**src/logic/commit_defines.svh**
```systemverilog
// commit stage widths
// shared by the package, the RTL and the testbench

`ifndef COMMIT_DEFINES_SVH
`define COMMIT_DEFINES_SVH

// data path width, reduced from 64
`define CM_XLEN     32

// architectural register address
`define CM_REG_AW   5

// scoreboard transaction id
`define CM_TRANS_W  3

// floating point exception flags (NV DZ OF UF NX)
`define CM_FFLAGS_W 5

// fence op forwarded to the L2
`define CM_FENCE_W  2

`endif

```
**src/logic/commit_pkg.sv**
```systemverilog
// commit stage types
// scoreboard entry, exception, register file and CSR request formats

`default_nettype none

`include "commit_defines.svh"

package commit_pkg;

    // ------------------------------------------------------------
    // decode enums
    // ------------------------------------------------------------

    // functional unit that produced the entry
    typedef enum logic [2:0] {
        NONE, ALU, LOAD, STORE, CTRL_FLOW, MULT, CSR, FPU
    } fu_t;

    // operation, ADD doubles as the CSR no-op
    typedef enum logic [3:0] {
        ADD, CSR_RW, CSR_RS, CSR_RC, FENCE, OTHER
    } op_t;

    // fence sequencer states
    typedef enum logic [1:0] {
        FS_IDLE, FS_WAIT_READY, FS_VALID, FS_WAIT_DONE
    } fence_state_t;

    // ------------------------------------------------------------
    // exception word
    // ------------------------------------------------------------

    // fpu entries reuse the cause word to carry their flags
    typedef struct packed {
        logic [`CM_XLEN-`CM_FFLAGS_W-1:0] pad;
        logic [`CM_FFLAGS_W-1:0]          fflags;
    } fflags_view_t;

    typedef union packed {
        logic [`CM_XLEN-1:0] code;
        fflags_view_t        flags;
    } cause_u;

    typedef struct packed {
        logic                valid;
        cause_u              cause;
        logic [`CM_XLEN-1:0] tval;
    } exception_t;

    // ------------------------------------------------------------
    // scoreboard and commit interfaces
    // ------------------------------------------------------------

    typedef struct packed {
        logic                       valid;
        fu_t                        fu;
        op_t                        op;
        logic [`CM_REG_AW-1:0]      rd;
        logic                       rd_is_fpr;
        logic [`CM_XLEN-1:0]        result;
        logic [`CM_TRANS_W-1:0]     trans_id;
        logic [`CM_FENCE_W-1:0]     fence_op;
        exception_t                 ex;
    } sb_entry_t;

    // one register file write port, gpr and fpr share address and data
    typedef struct packed {
        logic [`CM_REG_AW-1:0] waddr;
        logic [`CM_XLEN-1:0]   wdata;
        logic                  we_gpr;
        logic                  we_fpr;
    } rf_write_t;

    typedef struct packed {
        op_t                 op;
        logic [`CM_XLEN-1:0] wdata;
        logic                write_fflags;
        logic                commit;
    } csr_req_t;

endpackage

`default_nettype wire

```
**src/logic/commit_ctrl.sv**
```systemverilog
// commit control for the two retirement ports
// decides acknowledges, store commit, CSR commit and fence activity

`timescale 1ns/1ps
`default_nettype none

module commit_ctrl (
    input  commit_pkg::sb_entry_t [1:0] instr_i,
    input  logic                        retire_ok_i,
    input  logic                        exc_valid_i,
    input  logic                        lsu_ready_i,
    input  logic                        fence_done_i,
    output logic [1:0]                  ack_o,
    output logic                        lsu_commit_o,
    output logic                        csr_commit_o,
    output logic                        fence_active_o
);

    logic is_store0;
    logic is_csr0;
    logic is_fence0;
    logic stall0;
    logic port1_fu_ok;

    // ------------------------------------------------------------
    // port 0
    // ------------------------------------------------------------

    assign is_store0 = instr_i[0].fu == commit_pkg::STORE;
    assign is_csr0   = instr_i[0].fu == commit_pkg::CSR;
    assign is_fence0 = instr_i[0].op == commit_pkg::FENCE;

    always_comb begin
        stall0 = 1'b0;
        // store buffer full, hold the store
        if (is_store0 && !lsu_ready_i) begin
            stall0 = 1'b1;
        end
        // csr access faulted, the trap is taken instead
        if (is_csr0 && exc_valid_i) begin
            stall0 = 1'b1;
        end
        // fence retires only on the cycle the sequencer finishes
        if (is_fence0 && !fence_done_i) begin
            stall0 = 1'b1;
        end
    end

    assign ack_o[0] = retire_ok_i && !stall0;

    // side effects follow the acknowledge
    assign lsu_commit_o   = ack_o[0] && is_store0;
    assign csr_commit_o   = ack_o[0] && is_csr0;
    assign fence_active_o = retire_ok_i && is_fence0;

    // ------------------------------------------------------------
    // port 1
    // ------------------------------------------------------------

    // only units without side effects at commit may pair up
    assign port1_fu_ok = instr_i[1].fu inside {commit_pkg::ALU, commit_pkg::LOAD,
                                               commit_pkg::CTRL_FLOW, commit_pkg::MULT,
                                               commit_pkg::FPU};

    // csr on port 0 may change state port 1 depends on
    assign ack_o[1] = ack_o[0] && !is_csr0 && instr_i[1].valid
                      && !instr_i[1].ex.valid && port1_fu_ok;

    // in-order retirement, port 1 never passes port 0
    always_comb begin
        assert (!ack_o[1] || ack_o[0])
            else $error("port 1 retired without port 0");
    end

endmodule

`default_nettype wire

```
**src/logic/commit_stage.sv**
```systemverilog
// dual port commit stage of the in-order core
// retires scoreboard entries into the register files, LSU, CSRs and L2

`timescale 1ns/1ps
`default_nettype none

`include "commit_defines.svh"

module commit_stage (
    input  logic                        clk_i,
    input  logic                        rst_ni,
    input  logic                        halt_i,
    // scoreboard head
    input  commit_pkg::sb_entry_t [1:0] commit_instr_i,
    output logic [1:0]                  commit_ack_o,
    // register files
    output commit_pkg::rf_write_t [1:0] rf_write_o,
    // csr file
    output commit_pkg::csr_req_t        csr_req_o,
    input  logic [`CM_XLEN-1:0]         csr_rdata_i,
    input  commit_pkg::exception_t      csr_exception_i,
    // trap to the controller
    output commit_pkg::exception_t      exception_o,
    // load/store unit
    output logic                        commit_lsu_o,
    input  logic                        commit_lsu_ready_i,
    input  logic                        no_st_pending_i,
    // fence towards the cache and L2
    output logic                        fence_o,
    output logic                        fence_l2_valid_o,
    output logic [`CM_FENCE_W-1:0]      fence_l2_data_o,
    input  logic                        fence_l2_ready_i
);

    logic retire_ok;
    logic fence_done;
    logic fence_active;
    logic csr_commit;

    trap_select trap_select_inst (
        .entry0_i        (commit_instr_i[0]),
        .csr_exception_i (csr_exception_i),
        .halt_i          (halt_i),
        .exception_o     (exception_o),
        .retire_ok_o     (retire_ok)
    );

    commit_ctrl commit_ctrl_inst (
        .instr_i        (commit_instr_i),
        .retire_ok_i    (retire_ok),
        .exc_valid_i    (exception_o.valid),
        .lsu_ready_i    (commit_lsu_ready_i),
        .fence_done_i   (fence_done),
        .ack_o          (commit_ack_o),
        .lsu_commit_o   (commit_lsu_o),
        .csr_commit_o   (csr_commit),
        .fence_active_o (fence_active)
    );

    fence_seq fence_seq_inst (
        .clk_i           (clk_i),
        .rst_ni          (rst_ni),
        .active_i        (fence_active),
        .fence_op_i      (commit_instr_i[0].fence_op),
        .no_st_pending_i (no_st_pending_i),
        .l2_ready_i      (fence_l2_ready_i),
        .l2_valid_o      (fence_l2_valid_o),
        .l2_data_o       (fence_l2_data_o),
        .fence_done_o    (fence_done),
        .fence_o         (fence_o)
    );

    regfile_write regfile_write_inst (
        .instr_i      (commit_instr_i),
        .ack_i        (commit_ack_o),
        .csr_commit_i (csr_commit),
        .csr_rdata_i  (csr_rdata_i),
        .rf_write_o   (rf_write_o)
    );

    csr_update csr_update_inst (
        .instr_i   (commit_instr_i),
        .ack_i     (commit_ack_o),
        .csr_req_o (csr_req_o)
    );

endmodule

`default_nettype wire

```
**src/logic/csr_update.sv**
```systemverilog
// CSR update request
// CSR op and data from port 0, fflags accumulated over both ports

`timescale 1ns/1ps
`default_nettype none

`include "commit_defines.svh"

module csr_update (
    input  commit_pkg::sb_entry_t [1:0] instr_i,
    input  logic [1:0]                  ack_i,
    output commit_pkg::csr_req_t        csr_req_o
);

    logic                    csr0;
    logic [1:0]              fpu_ack;
    logic [`CM_FFLAGS_W-1:0] flags;

    assign csr0       = ack_i[0] && instr_i[0].fu == commit_pkg::CSR;
    assign fpu_ack[0] = ack_i[0] && instr_i[0].fu == commit_pkg::FPU;
    assign fpu_ack[1] = ack_i[1] && instr_i[1].fu == commit_pkg::FPU;

    // OR of the flags of every retiring fpu op
    assign flags = (fpu_ack[0] ? instr_i[0].ex.cause.flags.fflags : '0)
                 | (fpu_ack[1] ? instr_i[1].ex.cause.flags.fflags : '0);

    always_comb begin
        csr_req_o    = '0;
        csr_req_o.op = commit_pkg::ADD;
        if (csr0) begin
            csr_req_o.op     = instr_i[0].op;
            csr_req_o.wdata  = instr_i[0].result;
            csr_req_o.commit = 1'b1;
        end
        // csr on port 0 blocks port 1, so the two cases never overlap
        if (|fpu_ack) begin
            csr_req_o.write_fflags = 1'b1;
            csr_req_o.wdata = {{(`CM_XLEN-`CM_FFLAGS_W){1'b0}}, flags};
        end
    end

endmodule

`default_nettype wire

```
**src/logic/fence_seq.sv**
```systemverilog
// FENCE sequencer
// drains stores, then runs the level based exchange with the L2

`timescale 1ns/1ps
`default_nettype none

`include "commit_defines.svh"

module fence_seq (
    input  logic                   clk_i,
    input  logic                   rst_ni,
    input  logic                   active_i,
    input  logic [`CM_FENCE_W-1:0] fence_op_i,
    input  logic                   no_st_pending_i,
    input  logic                   l2_ready_i,
    output logic                   l2_valid_o,
    output logic [`CM_FENCE_W-1:0] l2_data_o,
    output logic                   fence_done_o,
    output logic                   fence_o
);

    commit_pkg::fence_state_t state_d;
    commit_pkg::fence_state_t state_q;

    always_comb begin
        state_d      = state_q;
        l2_valid_o   = 1'b0;
        l2_data_o    = '0;
        fence_done_o = 1'b0;
        fence_o      = 1'b0;
        // sequencer frozen while no fence sits at the head
        if (active_i) begin
            case (state_q)
                commit_pkg::FS_IDLE: begin
                    // wait for the store buffer to drain
                    if (no_st_pending_i) begin
                        state_d = commit_pkg::FS_WAIT_READY;
                    end
                end
                commit_pkg::FS_WAIT_READY: begin
                    if (fence_op_i == '0) begin
                        // nothing for the L2, just wait for ready
                        state_d = commit_pkg::FS_WAIT_DONE;
                    end else if (l2_ready_i) begin
                        l2_valid_o = 1'b1;
                        l2_data_o  = fence_op_i;
                        state_d    = commit_pkg::FS_VALID;
                    end
                end
                commit_pkg::FS_VALID: begin
                    // L2 drops ready while it works on the fence
                    if (!l2_ready_i) begin
                        state_d = commit_pkg::FS_WAIT_DONE;
                    end
                end
                commit_pkg::FS_WAIT_DONE: begin
                    // ready back high, fence complete
                    if (l2_ready_i) begin
                        fence_done_o = 1'b1;
                        fence_o      = no_st_pending_i;
                        state_d      = commit_pkg::FS_IDLE;
                    end
                end
                default: state_d = commit_pkg::FS_IDLE;
            endcase
        end
    end

    always_ff @(posedge clk_i or negedge rst_ni) begin
        if (!rst_ni) begin
            state_q <= commit_pkg::FS_IDLE;
        end else begin
            state_q <= state_d;
        end
    end

    // one valid pulse per fence
    a_valid_pulse: assert property (@(posedge clk_i) disable iff (!rst_ni)
        l2_valid_o |=> !l2_valid_o);

    // completion only while commit still presents the fence
    a_done_active: assert property (@(posedge clk_i) disable iff (!rst_ni)
        fence_done_o |-> active_i);

endmodule

`default_nettype wire

```
**src/logic/regfile_write.sv**
```systemverilog
// register file write ports
// port 0 returns CSR read data when a CSR instruction commits

`timescale 1ns/1ps
`default_nettype none

`include "commit_defines.svh"

module regfile_write (
    input  commit_pkg::sb_entry_t [1:0] instr_i,
    input  logic [1:0]                  ack_i,
    input  logic                        csr_commit_i,
    input  logic [`CM_XLEN-1:0]         csr_rdata_i,
    output commit_pkg::rf_write_t [1:0] rf_write_o
);

    always_comb begin
        for (int i = 0; i < 2; i++) begin
            rf_write_o[i].waddr  = instr_i[i].rd;
            rf_write_o[i].wdata  = instr_i[i].result;
            // enable tracks the ack exactly, target file picked by rd_is_fpr
            rf_write_o[i].we_fpr = ack_i[i] && instr_i[i].rd_is_fpr;
            rf_write_o[i].we_gpr = ack_i[i] && !instr_i[i].rd_is_fpr;
        end
        // csr instructions write back the old CSR value
        if (csr_commit_i) begin
            rf_write_o[0].wdata = csr_rdata_i;
        end
    end

endmodule

`default_nettype wire

```
**src/logic/trap_select.sv**
```systemverilog
// trap selection for the head of the queue
// entry exception wins over the CSR exception, halt masks both

`timescale 1ns/1ps
`default_nettype none

module trap_select (
    input  commit_pkg::sb_entry_t  entry0_i,
    input  commit_pkg::exception_t csr_exception_i,
    input  logic                   halt_i,
    output commit_pkg::exception_t exception_o,
    output logic                   retire_ok_o
);

    always_comb begin
        exception_o = '0;
        if (entry0_i.valid) begin
            // csr fault reported with the entry's tval
            if (csr_exception_i.valid) begin
                exception_o      = csr_exception_i;
                exception_o.tval = entry0_i.ex.tval;
            end
            // earlier pipeline faults take precedence
            if (entry0_i.ex.valid) begin
                exception_o = entry0_i.ex;
            end
        end
        // no trap while the core is halted
        if (halt_i) begin
            exception_o.valid = 1'b0;
        end
    end

    assign retire_ok_o = entry0_i.valid && !entry0_i.ex.valid && !halt_i;

    always_comb begin
        assert (!(halt_i && exception_o.valid))
            else $error("trap raised during halt");
    end

endmodule

`default_nettype wire

```
**config.mk**
```make
export PLATFORM = sky130hd
export DESIGN_NAME = commit_stage
export DESIGN_NICKNAME = d
export VERILOG_FILES = /design/src/logic/commit_pkg.sv /design/src/logic/commit_ctrl.sv /design/src/logic/commit_stage.sv /design/src/logic/csr_update.sv /design/src/logic/fence_seq.sv /design/src/logic/regfile_write.sv /design/src/logic/trap_select.sv
export VERILOG_INCLUDE_DIRS = /design/src /design/src/logic
export SDC_FILE = /design/constraint.sdc
export NUM_CORES = 1
export LEC_CHECK = 0
export ABC_AREA = 1
export BUFFER_PORTS_ARGS = -buffer_cell sky130_fd_sc_hd__buf_2
export CORE_AREA = 2 2 202 204
export CTS_CLUSTER_DIAMETER = 80
export CTS_CLUSTER_SIZE = 40
export DETAILED_ROUTE_END_ITERATION = 10
export DIE_AREA = 0 0 204 206
export SETUP_SLACK_MARGIN = 0.05
export SKIP_LAST_GASP = 1
export SLEW_MARGIN = 10
export SYNTH_ARGS = -nofsm -noshare
export SYNTH_HDL_FRONTEND = slang
export SYNTH_SLANG_ARGS = --single-unit
```
**constraint.sdc**
```tcl
create_clock -name clk_i -period 2.75 [get_ports clk_i]
set_input_delay 0.55 -clock clk_i [delete_from_list [all_inputs] [get_ports clk_i]]
set_output_delay 0.55 -clock clk_i [all_outputs]
set_load 0.005 [all_outputs]
```
== Word level (Yosys, flattened, before mapping) ==
Index checks and enable logic that the tools add are counted.

* Eq/ne operators: 16
* Muxes and demuxes: 32
* Bitwise gates (word level): 1
* Reduce and logical (&&, ||, !) cells: 33

{| class="wikitable"
|+ Operators with widths
! operator !! number
|-
| 65-bit two-way mux || 3
|-
| 36-bit two-way mux || 1
|-
| 33-bit two-way mux || 1
|-
| 32-bit two-way mux || 1
|-
| 1-bit logical AND || 19
|-
| 2-bit two-way mux || 9
|-
| 3-bit == test (second input constant) || 5
|-
| 1-bit two-way mux || 14
|-
| 5-bit two-way mux || 2
|-
| 1-bit zero test || 9
|-
| 2-bit case mux with 4 select lines || 1
|-
| 3-bit by 2-bit == test with 1-bit output (second input constant) || 2
|-
| 2-bit != test (second input constant) || 3
|-
| 5-bit OR || 1
|-
| 5-bit AND reduction || 1
|-
| 5-bit nonzero test || 1
|-
| 2-bit == test (second input constant) || 2
|-
| 4-bit by 3-bit == test with 1-bit output (second input constant) || 1
|-
| 2-bit zero test || 2
|-
| 3-bit by 1-bit == test with 1-bit output (second input constant) || 1
|-
| 3-bit by 2-bit != test with 1-bit output (second input constant) || 1
|-
| 2-bit by 1-bit == test with 1-bit output (second input constant) || 1
|-
| 2-bit OR reduction || 1
|}

* Bits in registers: 2
* Input port bits: 335
* Word-level logic and storage cells: 83

== Logic depth before layout (Yosys ltp) ==
* Word-level depth: 18
* Gate-level depth with buffers: 10
* Depth with buffers taken out: 9

== Hierarchy ==
From an unflattened synthesis, not the netlist that was laid out.

* Cells, all modules: 515
* Area, all modules: 2,661.3 um^2

{| class="wikitable"
|+ Modules (own cells, without submodules)
! module !! times used !! cells each !! area each (um^2) !! seq. area each (um^2)
|-
| regfile_write || 1 || 154 || 837.1 || 0.0
|-
| trap_select || 1 || 182 || 833.3 || 0.0
|-
| csr_update || 1 || 108 || 596.8 || 0.0
|-
| fence_seq || 1 || 37 || 246.5 || 50.0
|-
| commit_ctrl || 1 || 34 || 147.6 || 0.0
|}

== Worst setup path after synthesis ==
Ideal clock, no wire load.

* Kind: in2out
* From: input commit_instr_i[64] (netlist bit)
* To: output rf_write_o[24] (netlist bit)
* Arrival: 1.466 ns
* Required time: 2.200 ns
* Path slack: 0.734 ns
* Stages on the path: 9
* Path buffers: 2
* Path through: buf_2 > nor2_4 > nand3_2 > nor2_4 > nand2_4 > inv_4 > buf_6 > nand2_1 > nand2_1

{| class="wikitable"
|+ RTL lines
! element !! RTL line !! RTL
|-
| start, declared || commit_stage.sv:14 || <nowiki>input commit_pkg::sb_entry_t [1:0] commit_instr_i,</nowiki>
|-
| end, declared || commit_stage.sv:17 || <nowiki>output commit_pkg::rf_write_t [1:0] rf_write_o,</nowiki>
|}

==> metrics <==
setup TNS 0 ns; Die Footprint 42,000 um^2; GRT Residual Overflow 0; Area growth, synth to finish 105%; Slew Viols, Final 0; Initial Utilization 5.62%; drt wl/cell 10.5 um; clock network fraction of total power 30.3%; prevailing post-synth register cell dfrtp_1; Sw Share 37.8%; WP data required 2.20 ns; worst IR drop on VDD 0.000213 V; fin crit share 93.4%; CP dominant cell by count nand2_1; FP Rows 74; R2R Path End fence_seq_inst.state_q[0]; CTS Buf Count 3; R2R depth 9; Final min period 2.57 ns; reg2reg setup slack 1.30 ns; HPWL Detailed 11,900 um; Clock Latency Late Sink 0.22 ns; CTS tree built; unrepaired setup endpoints after global routing no; share of layout cells above drive strength 1 48.6%; first-pass GRT wire length 17,800 um; worst-margin pin slew 0.444 ns; Leak 2.88 nW; sw power 0.000275 W; Fin Clk Skew 0.000113 ns; fmax 389 MHz; worst slack, placed -0.0625 ns; Avg Inst Size Synth 4.64 um^2; HP Class in2async; Vert. Die Dim 206 um; clk sinks 2; initial antenna violation count 3; Remaining DRCs 0; worst-path cell chain ha_2, nand2_2, inv_1, a21oi_4, nor2_4, nand2_8, clkinv_8, buf_12, nand2_1, nand2_1, buf_2; Seq cells post-synth 2; GPL Wtd Cong 0.762; CTS clk-pin slew, worst paths 0.03 ns; EDFF count, synth 0; count leader, synth nand2_1; Cell Pwr Density 157 nW/um^2; RR Startpoint fence_seq_inst.state_q[0]; area taken by multi-input logic gates 1470 um^2; max-cap violations 0; dominant cells by area after synthesis nand2_1 (29%), buf_4 (15%), inv_1 (14%); Via-to-Cell Ratio 2.95; Crit Path Class reg2out; max FFs per register 2; Flop pwr share 5.2%; WP data arrival 2.02 ns; post-synth top area share 28.6%; final wirelength 13,800 um; Die W 204 um; Synth async-reset ratio 100%; Final Setup Violations 0; register area 50.0 um^2; Post-synth top cells nand2_1 (172), inv_1 (82), nor2_1 (76); Post-Syn Nets 825; top flop regs fence_seq_inst.state_q: 2 flops; core area 40,200 um^2; Overall Global Routing Usage 5.64%; CP startpoint kind flop; largest net degree at the start of global routing 35; CP Capture Type primary output; Crit Path Max Fanout 11; nets 1,125; combinational power share 64.4%; H-tree depth 1; antenna-violating nets left 0; CTS Root Cell clkbuf_16; Max-slew headroom 70.2%; slowest CP cell dfrtp_1; Synth Warn # 0; io pins 523; Seq/Total Area, Yosys 2.22%; setup slack after layout 0.182 ns; Iteration-0 DRC Markers 108; Gate Count Post-Synth 486; synth unique cells 22; CTS Buffer Depth 2; Internal 0.000453 W; slowest stage delay, CP 0.41 ns; final hold violations 0; Yosys top cell by area nand2_1; Top reg by flops fence_seq_inst.state_q; 1st-pass router iterations 4; status complete, no violations; number of global-route vias before repair 3,170; FILL cells 4,784; number of port buffers 335; via count 3,882; Cell Area, Synth 2260 um^2; hold buffers post-CTS 0
## power by group through the flow
stage	clock (W)	combinational (W)	sequential (W)
floorplan	0	0.000224	0.0000372
global route	0.000227	0.000533	0.0000384
global placement	0	0.000463	0.0000383
CTS	0.000225	0.000475	0.0000378
finish	0.000221	0.000469	0.0000380
detailed placement	0	0.000465	0.0000382
## worst max-delay path, delay by kind of cell (launching register included)
| kind | cells | cell delay [ns] |
|---|---|---|
| and+or+nand+nor | 5 | 0.49 |
| AOI/OAI and AO/OA | 1 | 0.22 |
| adders and majority gates | 1 | 0.21 |
| buffers and inverters | 4 | 0.45 |
| DFF | 1 | 0.41 |
## kinds of logic after synthesis
group	synth area share [%]
AND/OR/NAND/NOR	51.7
AO/OA/AOI/OAI	9.53
adder cells (fa/ha/maj)	2.22
buffers and inverters	34.3
flip-flops	2.22
## repair_timing
action,CTS,global route
resized for setup,5,9
gates cloned,1,3
endpoints found under the setup margin,62,35
setup buffers,3,0
pin swaps,4,4
## final cells by class
type | count | area share (%)
Antenna cell | 1 | 0.0540
Clock buffer | 3 | 1.62
Inverter | 83 | 6.99
Multi-Input combinational cell | 333 | 31.7
Sequential cell | 2 | 1.08
Tap cell | 532 | 14.4
Timing Repair Buffer | 362 | 44.0
Timing Repair inverter | 1 | 0.189
## cell usage in the layout, fill, tap and decap left out, types with 3 or more instances in the layout
| cell | instances |
|---|---|
| nand4_1 | 7 |
| buf_12 | 8 |
| nand2_2 | 3 |
| nand3_1 | 22 |
| buf_2 | 335 |
| a21oi_1 | 32 |
| buf_4 | 14 |
| ha_1 | 3 |
| nor2_1 | 75 |
| nor3_1 | 4 |
| o21ai_0 | 6 |
| clkbuf_16 | 5 |
| nand2_1 | 169 |
| inv_1 | 81 |
## per-layer routing
layer	vias to the layer above	global-route usage, %	wire length (um)
met5	-	0	10
met3	22	1.36	1470
li1	2006	-	-
met2	267	10.5	6630
met1	1585	6.47	5440
met4	2	1.40	293
## metrics by stage
| step | util [%] | instance area [um^2] | std cells | hold WS (ns) | power (W) |
|---|---|---|---|---|---|
| after floorplan | - | 2260 | 486 | 0.254 | 0.000261 |
| after global placement | 10.9 | 4390 | 1306 | 0.337 | 0.000501 |
| after detailed placement | 10.9 | 4390 | 1306 | 0.340 | 0.000503 |
| after CTS | 11.3 | 4560 | 1313 | 0.114 | 0.000738 |
| after global routing | 11.5 | 4630 | 1316 | 0.113 | 0.000798 |
| final | 11.5 | 4640 | 1317 | 0.117 | 0.000728 |
## worst max-delay path by stage
stage                                   start  slack (ns)  cells after the start        endpoint
floorplan                  commit_instr_i[64]        0.73                      9  rf_write_o[24]
global placement                       halt_i       -0.06                     12  rf_write_o[32]
detailed placement                     halt_i       -0.06                     12  rf_write_o[32]
CTS                                    halt_i        0.07                     11   csr_req_o[14]
global route                           halt_i        0.06                     13  rf_write_o[11]
finish              fence_seq_inst.state_q[0]        0.18                     11  rf_write_o[32]
(Power assumes the default switching activity.)
